==> src/hdl/issue_pkg.sv <==
// Issue stage shared definitions
// Tag and data widths, ALU opcodes and the two views of the operand word
package issue_pkg;

	// ============================================================
	// Widths
	// ============================================================
	localparam int TAG_W  = 4;
	localparam int OP_W   = 3;
	localparam int DATA_W = 16;

	// ============================================================
	// ALU opcodes
	// ============================================================
	localparam logic [OP_W-1:0] OP_ADD = 3'd0;
	localparam logic [OP_W-1:0] OP_SUB = 3'd1;
	localparam logic [OP_W-1:0] OP_AND = 3'd2;
	localparam logic [OP_W-1:0] OP_OR  = 3'd3;
	localparam logic [OP_W-1:0] OP_XOR = 3'd4;
	localparam logic [OP_W-1:0] OP_SLL = 3'd5;
	localparam logic [OP_W-1:0] OP_SRL = 3'd6;
	localparam logic [OP_W-1:0] OP_SLT = 3'd7;

	// The 32-bit operand word reads as two registers or as a register
	// plus a shift amount and a 12-bit immediate
	typedef union packed {
		struct packed {
			logic [DATA_W-1:0] src_a;
			logic [DATA_W-1:0] src_b;
		} reg_form;
		struct packed {
			logic [DATA_W-1:0] src_a;
			logic [3:0]        shamt;
			logic [11:0]       imm;
		} imm_form;
	} operand_word_t;

	// A stored entry holds tag, op, is_imm, wait_valid, wait_tag and the
	// operand word, with the most significant field first
	localparam int UOP_W = TAG_W + OP_W + 1 + 1 + TAG_W + $bits(operand_word_t);

endpackage

==> src/hdl/free_slot_finder.sv <==
// Lowest set bit finder
// Reports the first set position from bit 0 upward and whether any bit is set
module free_slot_finder #(
	parameter int DP = 8
) (
	input  logic [DP-1:0]         in_bits,
	output logic [$clog2(DP)-1:0] index,
	output logic                  found
);

	localparam int IW = $clog2(DP);

	// Scan from the top down so the lowest set position is the last
	// one written and therefore wins
	always_comb begin
		index = '0;
		for (int i = DP - 1; i >= 0; i--) begin
			if (in_bits[i]) begin
				index = IW'(i);
			end
		end
	end

	assign found = |in_bits;

endmodule

==> src/hdl/issue_buffer.sv <==
// Out-of-order issue buffer
// Parallel slot registers with per-slot valid bits, so any slot may leave
module issue_buffer #(
	parameter int DP = 8,
	parameter int DW = issue_pkg::UOP_W
) (
	input  logic                  CLK,
	input  logic                  rst_n,
	input  logic                  push,
	input  logic [DW-1:0]         push_info,
	input  logic                  pop,
	input  logic [$clog2(DP)-1:0] pop_index,
	output logic [DW*DP-1:0]      slot_info,
	output logic [DP-1:0]         slot_valid
);

	logic [$clog2(DP)-1:0] free_index;
	logic [$clog2(DP)-1:0] push_index;
	logic [DP-1:0]         valid_nxt;

	// ============================================================
	// Slot allocation
	// ============================================================

	// The lowest empty slot takes a new entry
	free_slot_finder #(
		.DP(DP)
	) free_finder (
		.in_bits(~slot_valid),
		.index  (free_index),
		.found  ()
	);

	// A push that meets a pop reuses the slot being vacated, so a full
	// buffer can still accept one entry per issued one
	assign push_index = pop ? pop_index : free_index;

	// ============================================================
	// Valid bits
	// ============================================================
	always_comb begin
		valid_nxt = slot_valid;
		if (pop) begin
			valid_nxt[pop_index] = 1'b0;
		end
		// The set follows the clear so a slot both popped and pushed stays valid
		if (push) begin
			valid_nxt[push_index] = 1'b1;
		end
	end

	always_ff @(posedge CLK or negedge rst_n) begin
		if (!rst_n) begin
			slot_valid <= '0;
		end else begin
			slot_valid <= valid_nxt;
		end
	end

	// ============================================================
	// Slot storage
	// ============================================================
	for (genvar s = 0; s < DP; s++) begin : g_slot
		logic slot_we;

		assign slot_we = push && (push_index == s);

		always_ff @(posedge CLK) begin
			if (slot_we) begin
				slot_info[DW*s +: DW] <= push_info;
			end
		end
	end

endmodule

==> src/hdl/issue_select.sv <==
// Issue select
// Tracks pending tags, marks ready slots and picks the lowest one to issue
module issue_select #(
	parameter int DP = 8
) (
	input  logic                                CLK,
	input  logic                                rst_n,
	input  logic [issue_pkg::UOP_W*DP-1:0]      slot_info,
	input  logic [DP-1:0]                       slot_valid,
	input  logic                                push,
	input  logic [issue_pkg::TAG_W-1:0]         push_tag,
	input  logic                                result_valid,
	input  logic [issue_pkg::TAG_W-1:0]         result_tag,
	output logic                                pop,
	output logic [$clog2(DP)-1:0]               pop_index,
	output logic [issue_pkg::TAG_W-1:0]         issue_tag,
	output logic [issue_pkg::OP_W-1:0]          issue_op,
	output logic                                issue_is_imm,
	output issue_pkg::operand_word_t            issue_operands
);

	localparam int NTAG = 1 << issue_pkg::TAG_W;

	logic [NTAG-1:0] pending;
	logic [NTAG-1:0] done_mask;
	logic [NTAG-1:0] pending_live;
	logic [NTAG-1:0] pending_nxt;
	logic [DP-1:0]   ready;

	logic [issue_pkg::TAG_W-1:0]  s_tag        [DP];
	logic [issue_pkg::OP_W-1:0]   s_op         [DP];
	logic                         s_is_imm     [DP];
	logic                         s_wait_valid [DP];
	logic [issue_pkg::TAG_W-1:0]  s_wait_tag   [DP];
	issue_pkg::operand_word_t     s_operands   [DP];

	// ============================================================
	// Pending-tag scoreboard
	// ============================================================

	// The broadcast clears its tag right away, so a waiting entry can
	// issue in the same cycle its producer's result appears
	assign done_mask    = result_valid ? (NTAG'(1) << result_tag) : '0;
	assign pending_live = pending & ~done_mask;
	assign pending_nxt  = pending_live | (push ? (NTAG'(1) << push_tag) : '0);

	always_ff @(posedge CLK or negedge rst_n) begin
		if (!rst_n) begin
			pending <= '0;
		end else begin
			pending <= pending_nxt;
		end
	end

	// ============================================================
	// Per-slot readiness
	// ============================================================
	for (genvar s = 0; s < DP; s++) begin : g_slot
		// Field order matches the packing at the top level
		assign {s_tag[s], s_op[s], s_is_imm[s], s_wait_valid[s], s_wait_tag[s],
			s_operands[s]} = slot_info[issue_pkg::UOP_W*s +: issue_pkg::UOP_W];

		assign ready[s] = slot_valid[s] &&
			(!s_wait_valid[s] || !pending_live[s_wait_tag[s]]);
	end

	// ============================================================
	// Selection
	// ============================================================
	free_slot_finder #(
		.DP(DP)
	) ready_finder (
		.in_bits(ready),
		.index  (pop_index),
		.found  (pop)
	);

	assign issue_tag      = s_tag[pop_index];
	assign issue_op       = s_op[pop_index];
	assign issue_is_imm   = s_is_imm[pop_index];
	assign issue_operands = s_operands[pop_index];

endmodule

==> src/hdl/alu_exec.sv <==
// Single-cycle ALU
// Decodes the operand word by form and registers the tagged result
module alu_exec (
	input  logic                             CLK,
	input  logic                             rst_n,
	input  logic                             issue_valid,
	input  logic [issue_pkg::TAG_W-1:0]      issue_tag,
	input  logic [issue_pkg::OP_W-1:0]       issue_op,
	input  logic                             issue_is_imm,
	input  issue_pkg::operand_word_t         issue_operands,
	output logic                             result_valid,
	output logic [issue_pkg::TAG_W-1:0]      result_tag,
	output logic [issue_pkg::DATA_W-1:0]     result_data
);

	logic                          is_shift;
	logic [issue_pkg::DATA_W-1:0]  op_a;
	logic [issue_pkg::DATA_W-1:0]  op_b;
	logic [3:0]                    sh;
	logic [issue_pkg::DATA_W-1:0]  alu_out;

	// ============================================================
	// Operand decode
	// ============================================================
	assign is_shift = (issue_op == issue_pkg::OP_SLL) || (issue_op == issue_pkg::OP_SRL);

	// src_a sits in the same bits in both forms
	assign op_a = issue_operands.reg_form.src_a;

	always_comb begin
		if (!issue_is_imm) begin
			op_b = issue_operands.reg_form.src_b;
		end else if (is_shift) begin
			op_b = {12'b0, issue_operands.imm_form.shamt};
		end else begin
			op_b = {{4{issue_operands.imm_form.imm[11]}}, issue_operands.imm_form.imm};
		end
	end

	// Register-form shifts use the low bits of src_b, which is also where
	// the zero-extended shamt lands
	assign sh = op_b[3:0];

	// ============================================================
	// Function
	// ============================================================
	always_comb begin
		case (issue_op)
			issue_pkg::OP_ADD: alu_out = op_a + op_b;
			issue_pkg::OP_SUB: alu_out = op_a - op_b;
			issue_pkg::OP_AND: alu_out = op_a & op_b;
			issue_pkg::OP_OR:  alu_out = op_a | op_b;
			issue_pkg::OP_XOR: alu_out = op_a ^ op_b;
			issue_pkg::OP_SLL: alu_out = op_a << sh;
			issue_pkg::OP_SRL: alu_out = op_a >> sh;
			issue_pkg::OP_SLT: alu_out = {15'b0, $signed(op_a) < $signed(op_b)};
			default:           alu_out = '0;
		endcase
	end

	// ============================================================
	// Result register
	// ============================================================
	always_ff @(posedge CLK or negedge rst_n) begin
		if (!rst_n) begin
			result_valid <= 1'b0;
		end else begin
			result_valid <= issue_valid;
		end
	end

	always_ff @(posedge CLK) begin
		if (issue_valid) begin
			result_tag  <= issue_tag;
			result_data <= alu_out;
		end
	end

endmodule

==> src/hdl/issue_stage.sv <==
// Out-of-order issue stage
// Issue buffer, select logic and ALU, with credit return toward the dispatcher
module issue_stage #(
	parameter int DP = 8
) (
	input  logic                             CLK,
	input  logic                             rst_n,
	input  logic                             push,
	input  logic [issue_pkg::TAG_W-1:0]      push_tag,
	input  logic [issue_pkg::OP_W-1:0]       push_op,
	input  logic                             push_is_imm,
	input  logic                             push_wait_valid,
	input  logic [issue_pkg::TAG_W-1:0]      push_wait_tag,
	input  issue_pkg::operand_word_t         push_operands,
	output logic                             credit_return,
	output logic                             result_valid,
	output logic [issue_pkg::TAG_W-1:0]      result_tag,
	output logic [issue_pkg::DATA_W-1:0]     result_data
);

	logic [issue_pkg::UOP_W-1:0]    push_info;
	logic [issue_pkg::UOP_W*DP-1:0] slot_info;
	logic [DP-1:0]                  slot_valid;
	logic                           pop;
	logic [$clog2(DP)-1:0]          pop_index;
	logic [issue_pkg::TAG_W-1:0]    issue_tag;
	logic [issue_pkg::OP_W-1:0]     issue_op;
	logic                           issue_is_imm;
	issue_pkg::operand_word_t       issue_operands;

	// The entry is packed with the most significant field first
	assign push_info = {push_tag, push_op, push_is_imm, push_wait_valid,
		push_wait_tag, push_operands};

	// ============================================================
	// Datapath
	// ============================================================
	issue_buffer #(
		.DP(DP),
		.DW(issue_pkg::UOP_W)
	) buffer0 (
		.CLK       (CLK),
		.rst_n     (rst_n),
		.push      (push),
		.push_info (push_info),
		.pop       (pop),
		.pop_index (pop_index),
		.slot_info (slot_info),
		.slot_valid(slot_valid)
	);

	issue_select #(
		.DP(DP)
	) select0 (
		.CLK           (CLK),
		.rst_n         (rst_n),
		.slot_info     (slot_info),
		.slot_valid    (slot_valid),
		.push          (push),
		.push_tag      (push_tag),
		.result_valid  (result_valid),
		.result_tag    (result_tag),
		.pop           (pop),
		.pop_index     (pop_index),
		.issue_tag     (issue_tag),
		.issue_op      (issue_op),
		.issue_is_imm  (issue_is_imm),
		.issue_operands(issue_operands)
	);

	// Each pop is an issue, so pop doubles as the ALU's valid
	alu_exec alu0 (
		.CLK           (CLK),
		.rst_n         (rst_n),
		.issue_valid   (pop),
		.issue_tag     (issue_tag),
		.issue_op      (issue_op),
		.issue_is_imm  (issue_is_imm),
		.issue_operands(issue_operands),
		.result_valid  (result_valid),
		.result_tag    (result_tag),
		.result_data   (result_data)
	);

	// One credit goes back in the cycle after each issuing edge
	always_ff @(posedge CLK or negedge rst_n) begin
		if (!rst_n) begin
			credit_return <= 1'b0;
		end else begin
			credit_return <= pop;
		end
	end

endmodule

==> config.mk <==
export PLATFORM = sky130hd
export DESIGN_NAME = issue_stage
export DESIGN_NICKNAME = d
export VERILOG_FILES = /design/src/hdl/issue_pkg.sv /design/src/hdl/free_slot_finder.sv /design/src/hdl/issue_buffer.sv /design/src/hdl/issue_select.sv /design/src/hdl/alu_exec.sv /design/src/hdl/issue_stage.sv
export SDC_FILE = /design/constraint.sdc
export NUM_CORES = 1
export LEC_CHECK = 0
export BUFFER_PORTS_ARGS = -buffer_cell sky130_fd_sc_hd__buf_2
export CAP_MARGIN = 20
export CORE_MARGIN = 3
export CORE_UTILIZATION = 30
export DETAILED_ROUTE_END_ITERATION = 12
export GPL_ROUTABILITY_DRIVEN = 0
export PLACE_DENSITY = 0.43
export SLEW_MARGIN = 20
export SYNTH_ARGS = -nofsm -noshare
export SYNTH_HDL_FRONTEND = slang
export SYNTH_SLANG_ARGS = --single-unit
==> constraint.sdc <==
create_clock -name CLK -period 22.7 [get_ports CLK]
set_input_delay 2.27 -clock CLK [delete_from_list [all_inputs] [get_ports CLK]]
set_output_delay 2.27 -clock CLK [all_outputs]
set_load 0.01 [all_outputs]
### Word level (Yosys, flattened, before mapping)

Cells that the tools add are included.
W data, S select, Z words.

* register bits after elaboration: 405
* word-level logic and storage cells: 160
* bits of input ports: 48
* output and inout bits: 22

* shift operators: 4
* add/subtract/negate cells: 2
* reduce and logical (&&, ||, !) cells: 46
* order comparisons: 14
* bitwise gates (word level): 11
* eq/ne operators: 14
* muxes and demuxes: 56

Operator list (number)
* $pmux W16 S8: 1
* $bmux W32 S3: 1
* $mux W16: 4
* $mux W32: 2
* $mux W3: 19
* $lt A4 B5 Y1 const B: 8
* $and A16 B16 Y16: 2
* $bmux W1 S4: 8
* $or A16 B16 Y16: 2
* $shl A1 B4 Y16 const A: 2
* $eq A3 B3 Y1 const B: 8
* $logic_and A1 B1 Y1: 18
* $add A16 B16 Y16: 1
* $logic_not A1 Y1: 16
* $lt A16 B16 Y1: 1
* $mux W8: 2
* $not A16 Y16: 1
* $not A8 Y8: 2
* $shl A16 B4 Y16: 1
* $shr A16 B4 Y16: 1
* $sub A16 B16 Y16: 1
* $xor A16 B16 Y16: 1
* $bmux W4 S3: 1
* $eq A3 B2 Y1 const B: 4
* 15 further kinds: 40

### Longest topological paths before layout

* depth after elaboration: 27
* mapped depth: 37
* depth with buffers taken out: 32

### Hierarchy

From an unflattened synthesis, not the netlist that was laid out.

* cells, all modules: 1582
* area total of the unflattened synthesis: 21126.5 µm²

Modules (own cells, without submodules)
* issue_buffer: sequential area each 11010.6 µm², instances 1, cells an instance 417, area an instance 11299.6 µm²
* alu_exec: sequential area each 625.6 µm², instances 1, cells an instance 687, area an instance 5013.6 µm²
* issue_select: sequential area each 400.4 µm², instances 1, cells an instance 451, area an instance 4625.7 µm²
* free_slot_finder: sequential area each 0.0 µm², instances 2, cells an instance 13, area an instance 81.3 µm²
* issue_stage: sequential area each 25.0 µm², instances 1, cells an instance 1, area an instance 25.0 µm²

### Worst setup path before layout

OpenSTA, ideal clock, no wires.

* path type: flip-flop to flip-flop
* start: register alu0.result_tag[3] in the netlist's numbering
* end: register buffer0.slot_info[225] (enable)
* setup time: 506 ps
* required time: 22194 ps
* period minus slack after synthesis: 7603 ps
* arrival: 7097 ps
* buffers on the path: 8
* stages on the path, launching flop included: 18
* slack: 15097 ps
* cells stage by stage: edfxtp_1 > or3b_4 > buf_6 > o211a_1 > a2111oi_2 > nor4_2 > a311oi_4 > nand2_1 > o21ai_2 > buf_6 > buf_6 > buf_4 > buf_4 > buf_2 > buf_2 > buf_2 > nor2_1 > nor3_1

* cells in the longest elaborated chain, start to end: 20
* elaborated cells on any way between the ends: 56
* classes of those cells: eq/ne: 1; shift: 1; mux: 26; bitwise: 2; reduce/logical: 26

Ends and longest elaborated chain
* start, declared: RTL line alu_exec.sv:12 `output logic [issue_pkg::TAG_W-1:0] result_tag,`
* start signal, assigned: RTL line alu_exec.sv:74 `result_tag <= issue_tag;`
* $shl A1 B4 Y16 *: RTL line issue_select.sv:43 `assign done_mask = result_valid ? (NTAG'(1) << result_tag) : '0;`
* $mux W16 *: RTL line issue_select.sv:43
* $not A16 Y16 *: RTL line issue_select.sv:44 `assign pending_live = pending & ~done_mask;`
* $and A16 B16 Y16 *: RTL line issue_select.sv:44
* $bmux W1 S4: RTL line issue_select.sv:64 `(!s_wait_valid[s] || !pending_live[s_wait_tag[s]]);`
* $mux W1 (implied by the code): RTL line issue_select.sv:64
* $logic_not A1 Y1: RTL line issue_select.sv:64
* $logic_or A1 B1 Y1: RTL line issue_select.sv:64
* $logic_and A1 B1 Y1: RTL line issue_select.sv:63 `assign ready[s] = slot_valid[s] &&`
* $mux W3 (8 in series): RTL line free_slot_finder.sv:18 `if (in_bits[i]) begin`
* $mux W3 *: RTL line issue_buffer.sv:36 `assign push_index = pop ? pop_index : free_index;`
* $eq A3 B3 Y1 *: RTL line issue_buffer.sv:66 `assign slot_we = push && (push_index == s);`
* $logic_and A1 B1 Y1 *: RTL line issue_buffer.sv:66
* named net buffer0.g_slot[5].slot_we: RTL line issue_buffer.sv:64 `logic slot_we;`
* end signal, assigned by index: RTL line issue_buffer.sv:70 `slot_info[DW*s +: DW] <= push_info;`
* end, declared: RTL line issue_buffer.sv:13 `output logic [DW*DP-1:0] slot_info,`

The timed path passes the listed nets; every way through them passes the cells marked *. The select of a mux whose other input is x is not followed.
A chain may end at the register's enable or synchronous reset.

### Final worst setup path

* start: register alu0.result_tag[2] in the netlist's numbering
* end: register alu0.result_data[15] in the netlist's numbering (data pin)

* cells in the longest elaborated chain, start to end: 27
* elaborated cells on any way between the ends: 81
* classes of those cells: add/sub: 2; eq/ne: 7; shift: 3; mux: 37; bitwise: 6; reduce/logical: 26

Ends and longest elaborated chain
* $shl A1 B4 Y16 *: RTL line issue_select.sv:43
* $mux W16 *: RTL line issue_select.sv:43
* $not A16 Y16 *: RTL line issue_select.sv:44
* $and A16 B16 Y16 *: RTL line issue_select.sv:44
* $bmux W1 S4: RTL line issue_select.sv:64
* $mux W1 (implied by the code): RTL line issue_select.sv:64
* $logic_not A1 Y1: RTL line issue_select.sv:64
* $logic_or A1 B1 Y1: RTL line issue_select.sv:64
* [11 not listed]
* $mux W3 (implied by the code) (2 in series): RTL line issue_select.sv:79 `assign issue_op = s_op[pop_index];`
* $eq A3 B3 Y1: RTL line alu_exec.sv:25, alu_exec.sv:48
* $logic_or A1 B1 Y1: RTL line alu_exec.sv:25 `assign is_shift = (issue_op == issue_pkg::OP_SLL) || (issue_op == issue_pkg::OP_SRL);`
* $mux W16: RTL line alu_exec.sv:33 `end else if (is_shift) begin`
* $mux W16: RTL line alu_exec.sv:31 `if (!issue_is_imm) begin`
* $sub A16 B16 Y16, or another cell as far along: RTL line alu_exec.sv:50 `issue_pkg::OP_SUB: alu_out = op_a - op_b;`
* $pmux W16 S8 *: RTL line alu_exec.sv:48 `case (issue_op)`
* named net alu0.alu_out, one bit: RTL line alu_exec.sv:20 `logic [issue_pkg::DATA_W-1:0] alu_out;`
* end signal, assigned: RTL line alu_exec.sv:75 `result_data <= alu_out;`
* end, declared: RTL line alu_exec.sv:13 `output logic [issue_pkg::DATA_W-1:0] result_data`

Marks and branches as above.

==> reports/results.txt <==
unrepaired setup endpoints after global routing: false
amount of wire on met3 after detailed routing: 3.82 mm
met2 routed WL: 30.8 mm
share of final-layout standard cells stronger than drive strength 1: 13.4%
Vias per Instance: 5.45
area overhead of the layout relative to synthesis: 13.2%
dominant cell type by count on the critical path: a21oi_1
post-route minimum period: 9.77 ns
HPWL after detailed placement: 44.2 mm
Critical Setup Path Class: flop to flop
critical path data arrival time: 10.09 ns
slew at the pin with the worst max-slew slack: 0.922 ns
Hold Vio Cnt, Final: 0
dominant register cell in the synthesized netlist: edfxtp_1
Max Fclk: 0.102 GHz
number of stages on the worst hold path: 2
number of max-capacitance violations reported: 0
max-slew violations: 0
later-pin clock latency in the skew report: 0.60 ns
end point of the worst hold path: alu0.result_tag[3]
startpoint of the worst-slack reg-to-reg timing path: alu0.result_tag[2]
CTS Hold Buffers Added: 0
Row Count: 96
Clock Sinks: 405
Starting Density: 30.4%
commonest cells after routing, fill and taps aside: edfxtp_1, nand2_1, mux2i_1
routed via count: 14889
number of port buffers: 69
biggest fanout along the worst timing path: 50
horizontal extent of the die: 270 um
antenna violations before repair: 4
uppermost routed layer: met5
clock transition time at the flip-flop clock pins of the worst setup and hold paths: 0.06 ns
post-synthesis area per instance: 12.2 um^2
Placement Cell Area: 22200 um^2
Core ar.: 68800 um^2
startpoint kind of the worst setup timing path: flop
max-slew headroom at the worst pin: 38.4%
Synth Register Bits: 405
Core Util, Final: 34.4%
number of global-route vias before repair: 14982
class of the tightest hold or removal check: flop to flop
worst reg2reg setup slack: 12.93 ns
remaining design rule violation count: 0
gr usage total: 18.0%
final cycle utilization of the critical path: 43.0%
most common library cell in the layout ignoring fill and taps: edfxtp_1
clock skew: 0.0425 ns
Die Ht: 270 um
largest stage delay on the critical path: 0.75 ns
cell with the biggest individual delay on the critical path: o21a_4
EDFF count, synth: 380
result of the run: finished clean
total CTS buffers: 48
warning count from the yosys run: 0
post-cts gate resize count: 0
clock tree root buffer cell: clkbuf_16
Worst Setup End Kind: flop
Setup-failing EPs final: 0
maximum number of pins on one net before global-route repair: 111
Detailed Route WL: 66.4 mm
data required time at the worst endpoint: 23.02 ns
net total in the final layout: 1861
finished layout cell area: 23700 um^2
Synth Cell Area: 20900 um^2
CTS tree: yes
ys async rst share: 6.17%
DR WL/cell: 24.3 um
setup tns final: 0 ns
Cells after Synth: 1716
post-route worst hold slack: 0.580 ns
I/O pin count: 70
net count after synthesis: 1815
Initial DRT Pass Iterations: 5
met1 wire length: 30.3 mm
FF-to-FF End: alu0.result_data[15]
buffers inserted by post-CTS timing repair: 0
hold path start: buffer0.slot_info[224]
remaining antenna violation count: 0
distinct cell type count after synthesis: 110
die outline area: 73000 um^2
length in cells of the worst reg-to-reg path: 32
initial drt markers: 1190
buffer depth of the longest clock path: 3
share of synthesized area occupied by flip-flops and latches: 57.5%
H-tree lvl count: 2
global-route wire length before repair: 100 mm
sum of overflow across all layers after global routing: 0
-- critical path, delay by kind of cell (launching register included) --
family / cells / cell delay [ns]
AOI/OAI and AO/OA: 21 / 5.74
xor gates and xnor gates: 2 / 0.47
adders and majority gates: 1 / 0.30
buffers and inverters: 3 / 1.15
DFF: 1 / 0.47
muxes: 1 / 0.36
and+or+nand+nor: 4 / 0.89
-- worst max path at each step --
stage	from	endpoint	slack, ns	depth (start not counted)
after floorplan	alu0.result_tag[3]	buffer0.slot_info[225]	15.10	17
after global placement	alu0.result_tag[3]	alu0.result_data[0]	13.09	32
after detailed placement	alu0.result_tag[3]	alu0.result_data[0]	12.80	32
after CTS	alu0.result_tag[3]	alu0.result_data[0]	12.73	32
after global routing	alu0.result_tag[3]	alu0.result_data[14]	12.15	30
final	alu0.result_tag[2]	alu0.result_data[15]	12.93	32
-- cell type report --
| cell class | count | area [um^2] |
|---|---|---|
| Sequential cell | 405 | 12000 |
| Fill cell | 6752 | 45100 |
| Antenna cell | 2 | 5.00 |
| Inverter | 66 | 249 |
| Clock buffer | 57 | 1230 |
| Multi-Input combinational cell | 1147 | 8170 |
| Clock inverter | 28 | 278 |
| Timing Repair Buffer | 94 | 546 |
| Tap cell | 931 | 1160 |
-- Yosys cell counts (6+ instances only) --
cell type | n | area share (%)
buf_2 | 37 | 0.88
mux2i_1 | 108 | 5.2
o21ai_1 | 11 | 0.26
nand2_1 | 193 | 3.5
a211oi_1 | 20 | 0.72
buf_4 | 15 | 0.54
o32a_1 | 6 | 0.29
o31ai_1 | 6 | 0.22
o211a_1 | 9 | 0.43
and2_1 | 15 | 0.45
nor2_1 | 82 | 1.5
ha_1 | 49 | 2.9
edfxtp_1 | 380 | 55
o21bai_1 | 19 | 0.68
a22o_1 | 8 | 0.33
a22oi_1 | 11 | 0.39
mux4_2 | 12 | 1.3
o2111ai_1 | 12 | 0.50
a21oi_1 | 69 | 1.7
o21ai_0 | 83 | 2.0
nand2b_1 | 18 | 0.54
a32o_1 | 7 | 0.33
o211ai_1 | 50 | 1.8
nor3_1 | 31 | 0.74
buf_1 | 8 | 0.14
o21ai_2 | 6 | 0.25
o21a_1 | 8 | 0.29
a221oi_1 | 19 | 0.80
or2_2 | 6 | 0.18
buf_6 | 11 | 0.59
clkbuf_1 | 27 | 0.48
dfrtp_1 | 25 | 3.0
o22ai_1 | 19 | 0.57
nor2b_1 | 10 | 0.30
nand3_1 | 49 | 1.2
nand3b_1 | 11 | 0.39
a21o_1 | 8 | 0.29
nor3b_1 | 6 | 0.22
inv_1 | 63 | 1.1
a31oi_1 | 8 | 0.24
a32oi_1 | 40 | 1.7
o221ai_1 | 9 | 0.38
xnor2_1 | 10 | 0.42
-- layer usage --
metal / up-vias / track usage (%)
met4: 2 / 4.68
met3: 88 / 3.13
met2: 453 / 28.9
met5: - / 0
li1: 6782 / -
met1: 7564 / 25.2
-- state kept, by name, indices dropped and copies added (netlist names) --
| signal | flops |
|---|---|
| buffer0.slot_valid | 8 |
| alu0.result_valid | 1 |
| alu0.result_tag | 4 |
| select0.pending | 16 |
| alu0.result_data | 16 |
| buffer0.slot_info | 360 |
-- logic make-up after synthesis --
group / synth area share [%]
compound gates: 17.7
xor+xnor: 0.700
fa+ha+maj: 3.17
buf+inv: 3.83
flops: 57.5
mux: 6.51
simple gates: 10.6
-- stage by stage --
stage               cells  setup slack [ns]
detailed placement   2643             12.80
global placement     2643             13.09
finish               2730             12.93
CTS                  2728             12.73
global route         2729             12.15
floorplan            1716             15.10
Power is left out: the tool's default activity adds up to more than one toggle a clock period on the data nets, which glitch-free logic cannot reach.
